==> config.mk <==
export PLATFORM = sky130hd
export DESIGN_NAME = redmule_ctrl_top
export DESIGN_NICKNAME = d
export VERILOG_FILES = /design/src/common/redmule_ctrl_pkg.sv /design/src/verilog/ctrl_regfile.sv /design/src/verilog/row_tracker.sv /design/src/verilog/store_counter.sv /design/src/ctrl_fsm/accum_ctrl.sv /design/src/ctrl_fsm/ctrl_fsm.sv /design/src/verilog/redmule_ctrl_top.sv
export SDC_FILE = /design/constraint.sdc
export NUM_CORES = 1
export LEC_CHECK = 0
export BUFFER_PORTS_ARGS = -buffer_cell sky130_fd_sc_hd__clkbuf_2
export CORE_MARGIN = 2
export CORE_UTILIZATION = 55
export CTS_CLUSTER_DIAMETER = 60
export DETAILED_ROUTE_END_ITERATION = 8
export PLACE_DENSITY_LB_ADDON = 0.05
export REMOVE_ABC_BUFFERS = 1
export SLEW_MARGIN = 40
export SYNTH_ARGS = -nofsm -noshare
export SYNTH_HDL_FRONTEND = slang
export SYNTH_SLANG_ARGS = --single-unit
export TNS_END_PERCENT = 50
==> constraint.sdc <==
create_clock -name clk_i -period 4 [get_ports clk_i]
set_input_delay 0.8 -clock clk_i [delete_from_list [all_inputs] [get_ports clk_i]]
set_output_delay 0.8 -clock clk_i [all_outputs]
set_load 0.01 [all_outputs]
==> src/common/redmule_ctrl_pkg.sv <==
// Controller widths, register map and phase FSM state encoding
`default_nettype none

package redmule_ctrl_pkg;

  // Row and store counts
  typedef logic [15:0] cnt_t;

  // Register port address and data
  typedef logic [2:0]  reg_addr_t;
  typedef logic [31:0] reg_data_t;

  // Register map
  localparam reg_addr_t ADDR_TRIGGER    = 3'd0;
  localparam reg_addr_t ADDR_W_ITERS    = 3'd1;
  localparam reg_addr_t ADDR_TOT_STORES = 3'd2;
  localparam reg_addr_t ADDR_STATUS     = 3'd3;
  localparam reg_addr_t ADDR_CLEAR      = 3'd4;

  // Job phases, in sequence order
  typedef enum logic [2:0] {
    IDLE,
    STARTING,
    COMPUTING,
    BUFFERING,
    STORING,
    FINISHED
  } ctrl_state_e;

endpackage

`default_nettype wire

==> src/verilog/ctrl_regfile.sv <==
// Configuration registers, trigger and soft clear pulses, status readback
`timescale 1ns/1ps
`default_nettype none

module ctrl_regfile (
  input  logic                        clk_i,
  input  logic                        rst_ni,
  input  logic                        cfg_we_i,
  input  logic                        cfg_re_i,
  input  redmule_ctrl_pkg::reg_addr_t cfg_addr_i,
  input  redmule_ctrl_pkg::reg_data_t cfg_wdata_i,
  output redmule_ctrl_pkg::reg_data_t cfg_rdata_o,
  input  logic                        busy_i,
  input  logic                        done_i,
  output logic                        clear_o,
  output logic                        start_o,
  output redmule_ctrl_pkg::cnt_t      w_iters_o,
  output redmule_ctrl_pkg::cnt_t      tot_stores_o
);

  redmule_ctrl_pkg::cnt_t w_iters_q;
  redmule_ctrl_pkg::cnt_t tot_stores_q;
  logic                   start_q;
  logic                   clear_q;
  logic                   done_q;
  logic                   trig_wr;
  logic                   clear_wr;

  assign trig_wr  = cfg_we_i && (cfg_addr_i == redmule_ctrl_pkg::ADDR_TRIGGER);
  assign clear_wr = cfg_we_i && (cfg_addr_i == redmule_ctrl_pkg::ADDR_CLEAR);

  // Job configuration, kept across a soft clear
  always_ff @(posedge clk_i or negedge rst_ni) begin
    if (!rst_ni) begin
      w_iters_q    <= '0;
      tot_stores_q <= '0;
    end else if (cfg_we_i && (cfg_addr_i == redmule_ctrl_pkg::ADDR_W_ITERS)) begin
      w_iters_q <= cfg_wdata_i[15:0];
    end else if (cfg_we_i && (cfg_addr_i == redmule_ctrl_pkg::ADDR_TOT_STORES)) begin
      tot_stores_q <= cfg_wdata_i[15:0];
    end
  end

  // Single-cycle pulses, one cycle after the write
  always_ff @(posedge clk_i or negedge rst_ni) begin
    if (!rst_ni) begin
      start_q <= 1'b0;
      clear_q <= 1'b0;
    end else begin
      start_q <= trig_wr;
      clear_q <= clear_wr;
    end
  end

  // Sticky done, dropped when the next job starts
  always_ff @(posedge clk_i or negedge rst_ni) begin
    if (!rst_ni) begin
      done_q <= 1'b0;
    end else if (start_q || clear_q) begin
      done_q <= 1'b0;
    end else if (done_i) begin
      done_q <= 1'b1;
    end
  end

  always_comb begin
    cfg_rdata_o = '0;
    if (cfg_re_i) begin
      case (cfg_addr_i)
        redmule_ctrl_pkg::ADDR_W_ITERS:    cfg_rdata_o = {16'b0, w_iters_q};
        redmule_ctrl_pkg::ADDR_TOT_STORES: cfg_rdata_o = {16'b0, tot_stores_q};
        redmule_ctrl_pkg::ADDR_STATUS:     cfg_rdata_o = {30'b0, done_q, busy_i};
        default:                           cfg_rdata_o = '0;
      endcase
    end
  end

  assign clear_o      = clear_q;
  assign start_o      = start_q;
  assign w_iters_o    = w_iters_q;
  assign tot_stores_o = tot_stores_q;

endmodule

`default_nettype wire

==> src/verilog/row_tracker.sv <==
// Weight row counter, computed weight counter, last row flag and tile flags
`timescale 1ns/1ps
`default_nettype none

module row_tracker #(
  parameter int unsigned Height = 4
) (
  input  logic                   clk_i,
  input  logic                   rst_ni,
  input  logic                   clear_i,
  input  redmule_ctrl_pkg::cnt_t w_iters_i,
  input  logic                   w_loaded_i,
  input  logic                   reg_enable_i,
  input  logic                   row_inc_i,
  input  logic                   row_set_one_i,
  input  logic                   row_clr_i,
  input  logic                   count_w_set_i,
  input  logic                   count_w_clr_i,
  input  logic                   last_row_set_i,
  input  logic                   last_row_clr_i,
  output logic                   rows_reached_height_o,
  output logic                   rows_at_iters_o,
  output logic                   count_w_o,
  output logic                   last_w_row_o,
  output logic                   tile_row_done_o,
  output logic                   last_tile_done_o
);

  localparam redmule_ctrl_pkg::cnt_t height_cnt    = redmule_ctrl_pkg::cnt_t'(Height);
  localparam redmule_ctrl_pkg::cnt_t tile_end_cnt  = redmule_ctrl_pkg::cnt_t'(Height - 1);
  localparam redmule_ctrl_pkg::cnt_t last_tile_cnt = redmule_ctrl_pkg::cnt_t'(Height - 2);

  redmule_ctrl_pkg::cnt_t row_q;
  redmule_ctrl_pkg::cnt_t row_inc_d;
  redmule_ctrl_pkg::cnt_t computed_q;
  logic                   count_w_q;
  logic                   last_w_row_q;

  // Row count including a load seen this cycle
  assign row_inc_d = (row_inc_i && w_loaded_i) ? row_q + 16'd1 : row_q;

  always_ff @(posedge clk_i or negedge rst_ni) begin
    if (!rst_ni) begin
      row_q <= '0;
    end else if (clear_i || row_clr_i) begin
      row_q <= '0;
    end else if (row_set_one_i) begin
      row_q <= 16'd1;
    end else begin
      row_q <= row_inc_d;
    end
  end

  // Counting is armed by the FSM, then advances only while the engine runs
  always_ff @(posedge clk_i or negedge rst_ni) begin
    if (!rst_ni) begin
      count_w_q  <= 1'b0;
      computed_q <= '0;
    end else if (clear_i || count_w_clr_i) begin
      count_w_q  <= 1'b0;
      computed_q <= '0;
    end else begin
      if (count_w_set_i)
        count_w_q <= 1'b1;
      if (count_w_q && reg_enable_i)
        computed_q <= computed_q + 16'd1;
    end
  end

  always_ff @(posedge clk_i or negedge rst_ni) begin
    if (!rst_ni) begin
      last_w_row_q <= 1'b0;
    end else if (clear_i || last_row_clr_i) begin
      last_w_row_q <= 1'b0;
    end else if (last_row_set_i) begin
      last_w_row_q <= 1'b1;
    end
  end

  assign rows_reached_height_o = (row_inc_d == height_cnt);
  assign rows_at_iters_o       = (row_q == w_iters_i);
  assign count_w_o             = count_w_q;
  assign last_w_row_o          = last_w_row_q;
  assign tile_row_done_o       = (computed_q == tile_end_cnt);
  assign last_tile_done_o      = (computed_q == last_tile_cnt);

endmodule

`default_nettype wire

==> src/verilog/store_counter.sv <==
// Counter of completed output tile stores with final store flag
`timescale 1ns/1ps
`default_nettype none

module store_counter (
  input  logic                   clk_i,
  input  logic                   rst_ni,
  input  logic                   clear_i,
  input  redmule_ctrl_pkg::cnt_t tot_stores_i,
  input  logic                   store_inc_i,
  input  logic                   store_clr_i,
  output logic                   last_store_o
);

  redmule_ctrl_pkg::cnt_t store_q;
  redmule_ctrl_pkg::cnt_t last_idx;

  // Index of the store that ends the job
  assign last_idx = tot_stores_i - 16'd1;

  always_ff @(posedge clk_i or negedge rst_ni) begin
    if (!rst_ni) begin
      store_q <= '0;
    end else if (clear_i || store_clr_i) begin
      store_q <= '0;
    end else if (store_inc_i) begin
      store_q <= store_q + 16'd1;
    end
  end

  assign last_store_o = (store_q == last_idx);

endmodule

`default_nettype wire

==> src/ctrl_fsm/accum_ctrl.sv <==
// Accumulate enable for the engine with stall masking
`timescale 1ns/1ps
`default_nettype none

module accum_ctrl (
  input  logic clk_i,
  input  logic rst_ni,
  input  logic clear_i,
  input  logic reg_enable_i,
  input  logic acc_set_i,
  input  logic acc_clr_i,
  output logic acc_active_o,
  output logic accumulate_o
);

  logic acc_q;
  logic mask_q;

  always_ff @(posedge clk_i or negedge rst_ni) begin
    if (!rst_ni) begin
      acc_q <= 1'b0;
    end else if (clear_i || acc_clr_i) begin
      acc_q <= 1'b0;
    end else if (acc_set_i) begin
      acc_q <= 1'b1;
    end
  end

  // Stall caught while not accumulating holds accumulate off until re-enable
  always_ff @(posedge clk_i or negedge rst_ni) begin
    if (!rst_ni) begin
      mask_q <= 1'b0;
    end else if (clear_i || reg_enable_i) begin
      mask_q <= 1'b0;
    end else if (!acc_q) begin
      mask_q <= 1'b1;
    end
  end

  assign acc_active_o = acc_q;
  assign accumulate_o = acc_q & ~mask_q;

endmodule

`default_nettype wire

==> src/ctrl_fsm/ctrl_fsm.sv <==
// Job phase FSM driving counter strobes, engine controls and scheduler signals
`timescale 1ns/1ps
`default_nettype none

module ctrl_fsm (
  input  logic clk_i,
  input  logic rst_ni,
  input  logic clear_i,
  input  logic start_i,
  input  logic w_loaded_i,
  input  logic reg_enable_i,
  input  logic z_full_i,
  input  logic z_empty_i,
  input  logic rows_reached_height_i,
  input  logic rows_at_iters_i,
  input  logic count_w_i,
  input  logic last_w_row_i,
  input  logic tile_row_done_i,
  input  logic last_tile_done_i,
  input  logic last_store_i,
  input  logic acc_active_i,
  output logic row_inc_o,
  output logic row_set_one_o,
  output logic row_clr_o,
  output logic count_w_set_o,
  output logic count_w_clr_o,
  output logic last_row_set_o,
  output logic last_row_clr_o,
  output logic store_inc_o,
  output logic store_clr_o,
  output logic acc_set_o,
  output logic acc_clr_o,
  output logic busy_o,
  output logic done_o,
  output logic flush_o,
  output logic w_shift_o,
  output logic z_fill_o,
  output logic z_buffer_clk_en_o,
  output logic sched_first_load_o,
  output logic sched_storing_o,
  output logic sched_finished_o,
  output logic sched_rst_o
);

  redmule_ctrl_pkg::ctrl_state_e state_q;
  redmule_ctrl_pkg::ctrl_state_e state_d;

  always_ff @(posedge clk_i or negedge rst_ni) begin
    if (!rst_ni) begin
      state_q <= redmule_ctrl_pkg::IDLE;
    end else if (clear_i) begin
      state_q <= redmule_ctrl_pkg::IDLE;
    end else begin
      state_q <= state_d;
    end
  end

  always_comb begin
    state_d            = state_q;
    row_inc_o          = 1'b0;
    row_set_one_o      = 1'b0;
    row_clr_o          = 1'b0;
    count_w_set_o      = 1'b0;
    count_w_clr_o      = 1'b0;
    last_row_set_o     = 1'b0;
    last_row_clr_o     = 1'b0;
    store_inc_o        = 1'b0;
    store_clr_o        = 1'b0;
    acc_set_o          = 1'b0;
    acc_clr_o          = 1'b0;
    busy_o             = 1'b1;
    done_o             = 1'b0;
    flush_o            = 1'b0;
    w_shift_o          = 1'b1;
    z_fill_o           = 1'b0;
    z_buffer_clk_en_o  = 1'b0;
    sched_first_load_o = 1'b0;
    sched_storing_o    = 1'b0;
    sched_finished_o   = 1'b0;
    sched_rst_o        = 1'b0;

    case (state_q)
      redmule_ctrl_pkg::IDLE: begin
        busy_o            = 1'b0;
        w_shift_o         = 1'b0;
        row_clr_o         = 1'b1;
        store_clr_o       = 1'b1;
        z_buffer_clk_en_o = clear_i;
        if (start_i)
          state_d = redmule_ctrl_pkg::STARTING;
      end

      redmule_ctrl_pkg::STARTING: begin
        w_shift_o          = 1'b0;
        sched_first_load_o = 1'b1;
        row_inc_o          = 1'b1;
        if (w_loaded_i)
          state_d = redmule_ctrl_pkg::COMPUTING;
      end

      redmule_ctrl_pkg::COMPUTING: begin
        row_inc_o = 1'b1;
        // Arm weight counting once the array is full or the rows run out
        if (rows_reached_height_i && !count_w_i) begin
          count_w_set_o = 1'b1;
        end else if (rows_at_iters_i) begin
          count_w_set_o  = !count_w_i;
          last_row_set_o = !last_w_row_i;
        end
        if (!last_w_row_i) begin
          if (tile_row_done_i) begin
            acc_set_o     = !acc_active_i;
            count_w_clr_o = count_w_i;
          end
        end else if (last_tile_done_i && reg_enable_i) begin
          // Last tile drained, rows restart at one for the next round
          row_inc_o     = 1'b0;
          row_set_one_o = 1'b1;
          acc_clr_o     = acc_active_i;
          count_w_clr_o = count_w_i;
          state_d       = redmule_ctrl_pkg::BUFFERING;
        end
      end

      redmule_ctrl_pkg::BUFFERING: begin
        z_buffer_clk_en_o = 1'b1;
        last_row_clr_o    = last_w_row_i;
        row_inc_o         = 1'b1;
        z_fill_o          = reg_enable_i;
        if (z_full_i) begin
          acc_set_o = 1'b1;
          state_d   = redmule_ctrl_pkg::STORING;
        end
      end

      redmule_ctrl_pkg::STORING: begin
        sched_storing_o = 1'b1;
        row_inc_o       = 1'b1;
        if (z_empty_i) begin
          store_inc_o = 1'b1;
          if (last_store_i) begin
            store_clr_o      = 1'b1;
            sched_finished_o = 1'b1;
            state_d          = redmule_ctrl_pkg::FINISHED;
          end else begin
            state_d = redmule_ctrl_pkg::COMPUTING;
          end
        end
      end

      redmule_ctrl_pkg::FINISHED: begin
        busy_o           = 1'b0;
        done_o           = 1'b1;
        flush_o          = 1'b1;
        sched_rst_o      = 1'b1;
        sched_finished_o = 1'b1;
        row_clr_o        = 1'b1;
        count_w_clr_o    = 1'b1;
        acc_clr_o        = 1'b1;
        last_row_clr_o   = 1'b1;
        store_clr_o      = 1'b1;
        state_d          = redmule_ctrl_pkg::IDLE;
      end

      default: state_d = redmule_ctrl_pkg::IDLE;
    endcase
  end

endmodule

`default_nettype wire

==> src/verilog/redmule_ctrl_top.sv <==
// Controller top level connecting register stage, FSM and helper counters
`timescale 1ns/1ps
`default_nettype none

module redmule_ctrl_top #(
  parameter int unsigned Height = 4
) (
  input  logic                        clk_i,
  input  logic                        rst_ni,
  input  logic                        cfg_we_i,
  input  logic                        cfg_re_i,
  input  redmule_ctrl_pkg::reg_addr_t cfg_addr_i,
  input  redmule_ctrl_pkg::reg_data_t cfg_wdata_i,
  output redmule_ctrl_pkg::reg_data_t cfg_rdata_o,
  input  logic                        w_loaded_i,
  input  logic                        reg_enable_i,
  input  logic                        z_full_i,
  input  logic                        z_empty_i,
  output logic                        busy_o,
  output logic                        done_o,
  output logic                        flush_o,
  output logic                        accumulate_o,
  output logic                        w_shift_o,
  output logic                        z_fill_o,
  output logic                        z_buffer_clk_en_o,
  output logic                        sched_first_load_o,
  output logic                        sched_storing_o,
  output logic                        sched_finished_o,
  output logic                        sched_rst_o
);

  redmule_ctrl_pkg::cnt_t w_iters;
  redmule_ctrl_pkg::cnt_t tot_stores;
  logic clear, start;
  logic row_inc, row_set_one, row_clr, count_w_set, count_w_clr;
  logic last_row_set, last_row_clr, store_inc, store_clr, acc_set, acc_clr;
  logic rows_reached_height, rows_at_iters, count_w, last_w_row;
  logic tile_row_done, last_tile_done, last_store, acc_active;

  ctrl_regfile regfile_i (
    .clk_i, .rst_ni, .cfg_we_i, .cfg_re_i, .cfg_addr_i, .cfg_wdata_i, .cfg_rdata_o,
    .busy_i (busy_o), .done_i (done_o), .clear_o (clear), .start_o (start),
    .w_iters_o (w_iters), .tot_stores_o (tot_stores)
  );

  row_tracker #(.Height(Height)) rows_i (
    .clk_i, .rst_ni, .clear_i (clear), .w_iters_i (w_iters), .w_loaded_i, .reg_enable_i,
    .row_inc_i (row_inc), .row_set_one_i (row_set_one), .row_clr_i (row_clr),
    .count_w_set_i (count_w_set), .count_w_clr_i (count_w_clr),
    .last_row_set_i (last_row_set), .last_row_clr_i (last_row_clr),
    .rows_reached_height_o (rows_reached_height), .rows_at_iters_o (rows_at_iters),
    .count_w_o (count_w), .last_w_row_o (last_w_row),
    .tile_row_done_o (tile_row_done), .last_tile_done_o (last_tile_done)
  );

  store_counter stores_i (
    .clk_i, .rst_ni, .clear_i (clear), .tot_stores_i (tot_stores),
    .store_inc_i (store_inc), .store_clr_i (store_clr), .last_store_o (last_store)
  );

  accum_ctrl accum_i (
    .clk_i, .rst_ni, .clear_i (clear), .reg_enable_i,
    .acc_set_i (acc_set), .acc_clr_i (acc_clr),
    .acc_active_o (acc_active), .accumulate_o
  );

  ctrl_fsm fsm_i (
    .clk_i, .rst_ni, .clear_i (clear), .start_i (start),
    .w_loaded_i, .reg_enable_i, .z_full_i, .z_empty_i,
    .rows_reached_height_i (rows_reached_height), .rows_at_iters_i (rows_at_iters),
    .count_w_i (count_w), .last_w_row_i (last_w_row),
    .tile_row_done_i (tile_row_done), .last_tile_done_i (last_tile_done),
    .last_store_i (last_store), .acc_active_i (acc_active),
    .row_inc_o (row_inc), .row_set_one_o (row_set_one), .row_clr_o (row_clr),
    .count_w_set_o (count_w_set), .count_w_clr_o (count_w_clr),
    .last_row_set_o (last_row_set), .last_row_clr_o (last_row_clr),
    .store_inc_o (store_inc), .store_clr_o (store_clr),
    .acc_set_o (acc_set), .acc_clr_o (acc_clr),
    .busy_o, .done_o, .flush_o, .w_shift_o, .z_fill_o, .z_buffer_clk_en_o,
    .sched_first_load_o, .sched_storing_o, .sched_finished_o, .sched_rst_o
  );

endmodule

`default_nettype wire

; ---- Word level (Yosys, flattened, before mapping)
; Index checks and enable logic that the tools add are counted.
[classes]
n_reduce_logical = 31
mux = 66
n_addsub = 4
bitwise = 3
n_eq_ne = 21
[ops]
columns = operator, n
row1 = two-way mux 16 bit, 7
row2 = adder 16 x 1 -> 16 bit (second input constant), 3
row3 = case mux 16 bit (3 select lines), 1
row4 = two-way mux 1 bit, 40
row5 = == test 16 bit, 2
row6 = == test 16 x 2 -> 1 bit (second input constant), 2
row7 = two-way mux 32 bit, 1
row8 = two-way mux 3 bit, 8
row9 = == test 16 x 3 -> 1 bit (second input constant), 1
row10 = case mux 1 bit (2 select lines), 8
row11 = subtractor 16 x 1 -> 16 bit (second input constant), 1
row12 = != test 3 bit (second input constant), 5
row13 = case mux 3 bit (5 select lines), 1
row14 = == test 3 x 2 -> 1 bit (second input constant), 4
row15 = nonzero test 2 bit, 6
row16 = == test 3 bit (second input constant), 3
row17 = logical AND 1 bit, 8
row18 = logical OR 1 bit, 7
row19 = == test 3 x 1 -> 1 bit (second input constant), 2
row20 = zero test 3 bit, 2
row21 = AND reduction 6 bit, 1
row22 = OR reduction 2 bit, 2
row23 = zero test 1 bit, 3
row24 = != test 3 x 2 -> 1 bit (second input constant), 1
row25 = 5 further kinds, 6
[totals]
word_cells = 138
out_inout_bits = 43
ff_bits = 90

; ---- Longest topological paths before layout
[logic_depth]
depth_word = 13
depth_mapped = 11
mapped_depth_nobuf = 9

; ---- Modules after synthesis
; A second synthesis with hierarchy kept.
[hier_totals]
hier_cells = 621
area_unflattened_um2 = 5950.7
[modules_own_cells]
columns = mod, area_each_um2, n_inst, seq_area_each_um2, cells_each
row1 = row_tracker, 2133.3, 1, 850.8, 238
row2 = ctrl_regfile, 1928.1, 1, 875.8, 154
row3 = store_counter, 1371.3, 1, 400.4, 160
row4 = ctrl_fsm, 435.4, 1, 75.1, 63
row5 = accum_ctrl, 82.6, 1, 50.0, 6

; ---- Worst setup path before layout
; Ideal clock, no wire load.
[synth_path]
path_kind = reg-to-output
start = reg regfile_i.tot_stores_q[0] (netlist: regfile_i.tot_stores_o[0])
end = out sched_finished_o
stages_incl_launch_ff = 11
t_arrival_ns = 2.308
slack_ns = 0.892
path_cell_list = dfrtp_1 -> inv_1 -> ha_1 -> clkbuf_1 -> o21ba_2 -> a221oi_1 -> a41oi_1 -> a2111oi_0 -> and4_1 -> nand3_1 -> nand2b_1
[synth_via]
elab_chain_len = 5
[synth_rtl]
columns = item, line
row1 = "start, declared", ctrl_regfile.sv:22  ; redmule_ctrl_pkg::cnt_t tot_stores_q;
row2 = "start signal, assigned", ctrl_regfile.sv:40  ; tot_stores_q <= cfg_wdata_i[15:0];
row3 = subtractor 16 x 1 -> 16 bit, store_counter.sv:19  ; assign last_idx = tot_stores_i - 16'd1;
row4 = == test 16 bit, store_counter.sv:31  ; assign last_store_o = (store_q == last_idx);
row5 = two-way mux 1 bit, ctrl_fsm.sv:141  ; if (last_store_i) begin
row6 = two-way mux 1 bit, ctrl_fsm.sv:139  ; if (z_empty_i) begin
row7 = case mux 1 bit (2 select lines), ctrl_fsm.sv:82  ; case (state_q)
row8 = "end, declared", redmule_ctrl_top.sv:28  ; output logic sched_finished_o,
; No other way between the ends.

; ---- Worst setup path after layout
[layout_path]
start = reg regfile_i.tot_stores_q[3] (netlist: regfile_i.tot_stores_o[3])
end = out sched_finished_o
; The elaborated chain is that of the path after synthesis.

==> summary.txt <==
Logic synthesis
  • Synthesized area per cell: 9.267 um2
  • Post-synth top cells: dfrtp_1, nor2_1, nand2_1, xnor2_1, xor2_1
  • #FFs+latches synth: 90
  • Synth Instances: 625
  • Yosys top cell area share: 38.89%
  • Total number of yosys warnings: 0
  • Count leader, synth: dfrtp_1
  • Post-synth top flop: dfrtp_1
  • Mapped Area: around 5800 um2
  • Synth area leaders: dfrtp_1, xnor2_1, mux2_2
  • Largest area contributor in the netlist: dfrtp_1
  • Async SR Flop Fraction: 100.0%
  • Post-synth EDFFs: 0
  • Synth cell types: 68
  • Sequential share of the synthesized area: 38.89%

Final layout
  • Non-filler cells, final: 799
  • Share of layout cells above drive strength 1: between 20% and 30%
  • Antenna Cells: 0
  • Area grow syn2layout: 9.246%
  • Nets: 707
  • Post-layout util: 61.57%

CTS
  • Clk buf depth: 2
  • Root Driver: clkbuf_8
  • Cts bufs inserted: 9
  • Worst-Skew Late Latency: between 300 and 400 ps
  • Htree depth: 3
  • Cts hold-fix bufs: 0
  • CTS tree: done
  • # resized after CTS: 0
  • Clock-pin slew on the worst setup and hold paths: 100 ps
  • Post-CTS setup buffers: 0
  • Total clock sinks: 90

Floorplan
  • Starting Density: 56.36%
  • Chip height: ~110 um
  • DIE WIDTH: 106.6 um
  • Die area: 11370 um2
  • Standard-cell row count: 37
  • Total core area: 10280 um2
  • IO Pins: 86

Detailed routing
  • 1st-iter DRT viols: 316
  • Top sig layer: met4
  • Met2 WL: 6.353 mm
  • Post-Route M1 WL: 6.448 mm
  • DRT antenna net count: 0
  • Via count: 4819
  • Vias per cell: 6.031
  • Met3 wire len: a little over 800 um
  • Drt wl/cell: 17.36 um
  • DRC Markers: 0
  • WL final: 13.87 mm
  • 1st-pass router iterations: 5

Flow run
  • Max-cap viol count: 0

Timing
  • Crit path time final: ~3800 ps
  • Hold Violations, Final: 0
  • Setup TNS: 0 ps
  • Max-Slew Margin vs Limit: 49.70%
  • Final Max Slew Viols: 0
  • Worst-Margin Slew: 754.5 ps
  • Final period util: 93.96%
  • F_max: 266.1 MHz
  • Count of final setup violators: 0
  • RSZ-0062 raised after global routing: no
  • Layout Skew: roughly 13 ps

Critical path
  • Crit start category: flop
  • Worst EP required: 3200 ps
  • Setup crit end kind: primary output
  • Crit path kind: flop to primary output
  • Critical Path Fanout Max: 8
  • Crit path arrival time: 2960 ps

Power and ir drop
  • Power per cell area: 424.3 nW/um2
  • Leak Pwr: 2.704 nW
  • Total chip power: about 2.7 mW
  • Peak supply drop: 0.0002388 V

GRT
  • Gr ovfl total: 0
  • First-pass GRT wire length: 23.39 mm
  • Initial antenna violation count: 0
  • Vias in the first global route: 4577
  • Gr usage total: around 26%
  • Largest net degree at the start of global routing: 41

Hold path
  • Hold Crit Class: primary input to asynchronous set/reset pin

Placement
  • Placed cell count: around 800
  • Detailed placement HPWL: 10.10 mm
  • GP Congestion: 0.9629
  • I/O Buffers: 53

Status
  • Status: complete, no violations
final cells by class:
type | instances | area [um2]
clock buffers | 9 | 123.9
clock inverters | 6 | 96.34
fillers | 920 | 3950
inverters | 14 | 53.80
multi-input cells | 483 | 3303
flip-flops and latches | 90 | 2252
well taps | 136 | 170.2
repair buffers | 61 | 327.8
critical path, cell delays in order, from the launching register on:
cell and delay (ps):
dfrtp_1 500, or4_1 620, nor3_2 250, nand4b_1 200
a211o_1 300, a31oi_2 300, nand3_1 190, nand2b_1 110
clkbuf_2 130
logic make-up (layout without fill, tap and decap cells):
logic type / after synthesis / in the layout / synth area share, %
buffers and inverters: 67 / 90 / 5.725
other: 1 / 16 / 0.06475
and+or+nand+nor: 261 / 261 / 24.39
DFF: 90 / 90 / 38.89
xor gates and xnor gates: 79 / 79 / 12.18
adders and majority gates: 5 / 5 / 1.080
muxes: 34 / 34 / 6.632
AOI/OAI and AO/OA: 88 / 88 / 11.04
sequential cells by signal, indices dropped and copies added (netlist names), 3 cells and up:
signal	cells
regfile_i.w_iters_o	16
regfile_i.tot_stores_o	16
rows_i.computed_q	16
rows_i.row_q	16
fsm_i.state_q	3
stores_i.store_q	16
power by group:
| group | switching [mW] | internal, mW |
|---|---|---|
| clock network | 0.358 | 0.358 |
| registers | 0.179 | 1.02 |
| logic | 0.443 | 0.328 |
| total | 0.980 | 1.70 |
layer usage:
metal / up-vias / global-route usage [%]
met4: 0 / 7.699
met2: 173 / 39.85
met1: 2371 / 37.79
met3: 26 / 3.891
li1: 2249 / -
met5: - / 0
layout by cell type, fill, tap and decap left out, types with 9 or more instances in the layout:
cell	synthesis	layout
a22oi_1	16	16
mux2_2	31	31
nand4_1	16	16
nand3_1	27	27
nor2_1	65	65
xor2_1	38	38
dfrtp_1	90	90
conb_1	1	16
clkbuf_8	0	9
nor3_1	27	27
buf_4	19	9
nand2_1	40	40
a21oi_1	16	16
xnor2_1	40	40
and3_1	12	12
nor2b_1	9	9
o21ai_0	11	11
clkbuf_2	0	52
inv_1	13	13
metrics by stage:
step	instance area, um2	hold WS [ps]	setup slack (ps)
2_1_floorplan	5570	402.7	972.6
3_3_place_gp	6083	429.9	619.6
3_5_place_dp	6092	424.4	469.0
4_1_cts	6312	401.6	49.09
5_1_grt	6327	415.3	43.02
6_report	6327	385.5	241.6
final timing paths:
path / end / depth (start not counted) / slack (ps) / from
setup / recovery: sched_finished_o / 8 / 240 / regfile_i.tot_stores_o[3]
max in group asynchronous: regfile_i.tot_stores_o[1] / 2 / 2790 / rst_ni
setup reg to reg: rows_i.count_w_o / 7 / 1010 / fsm_i.state_q[0]
hold / removal: rows_i.computed_q[3] / 1 / 390 / rst_ni
min in group clk_i: regfile_i.done_q / 1 / 440 / regfile_i.start_o
hold reg to reg: regfile_i.done_q / 1 / 440 / regfile_i.start_o
No activity file was read; power rests on OpenSTA's default activity.
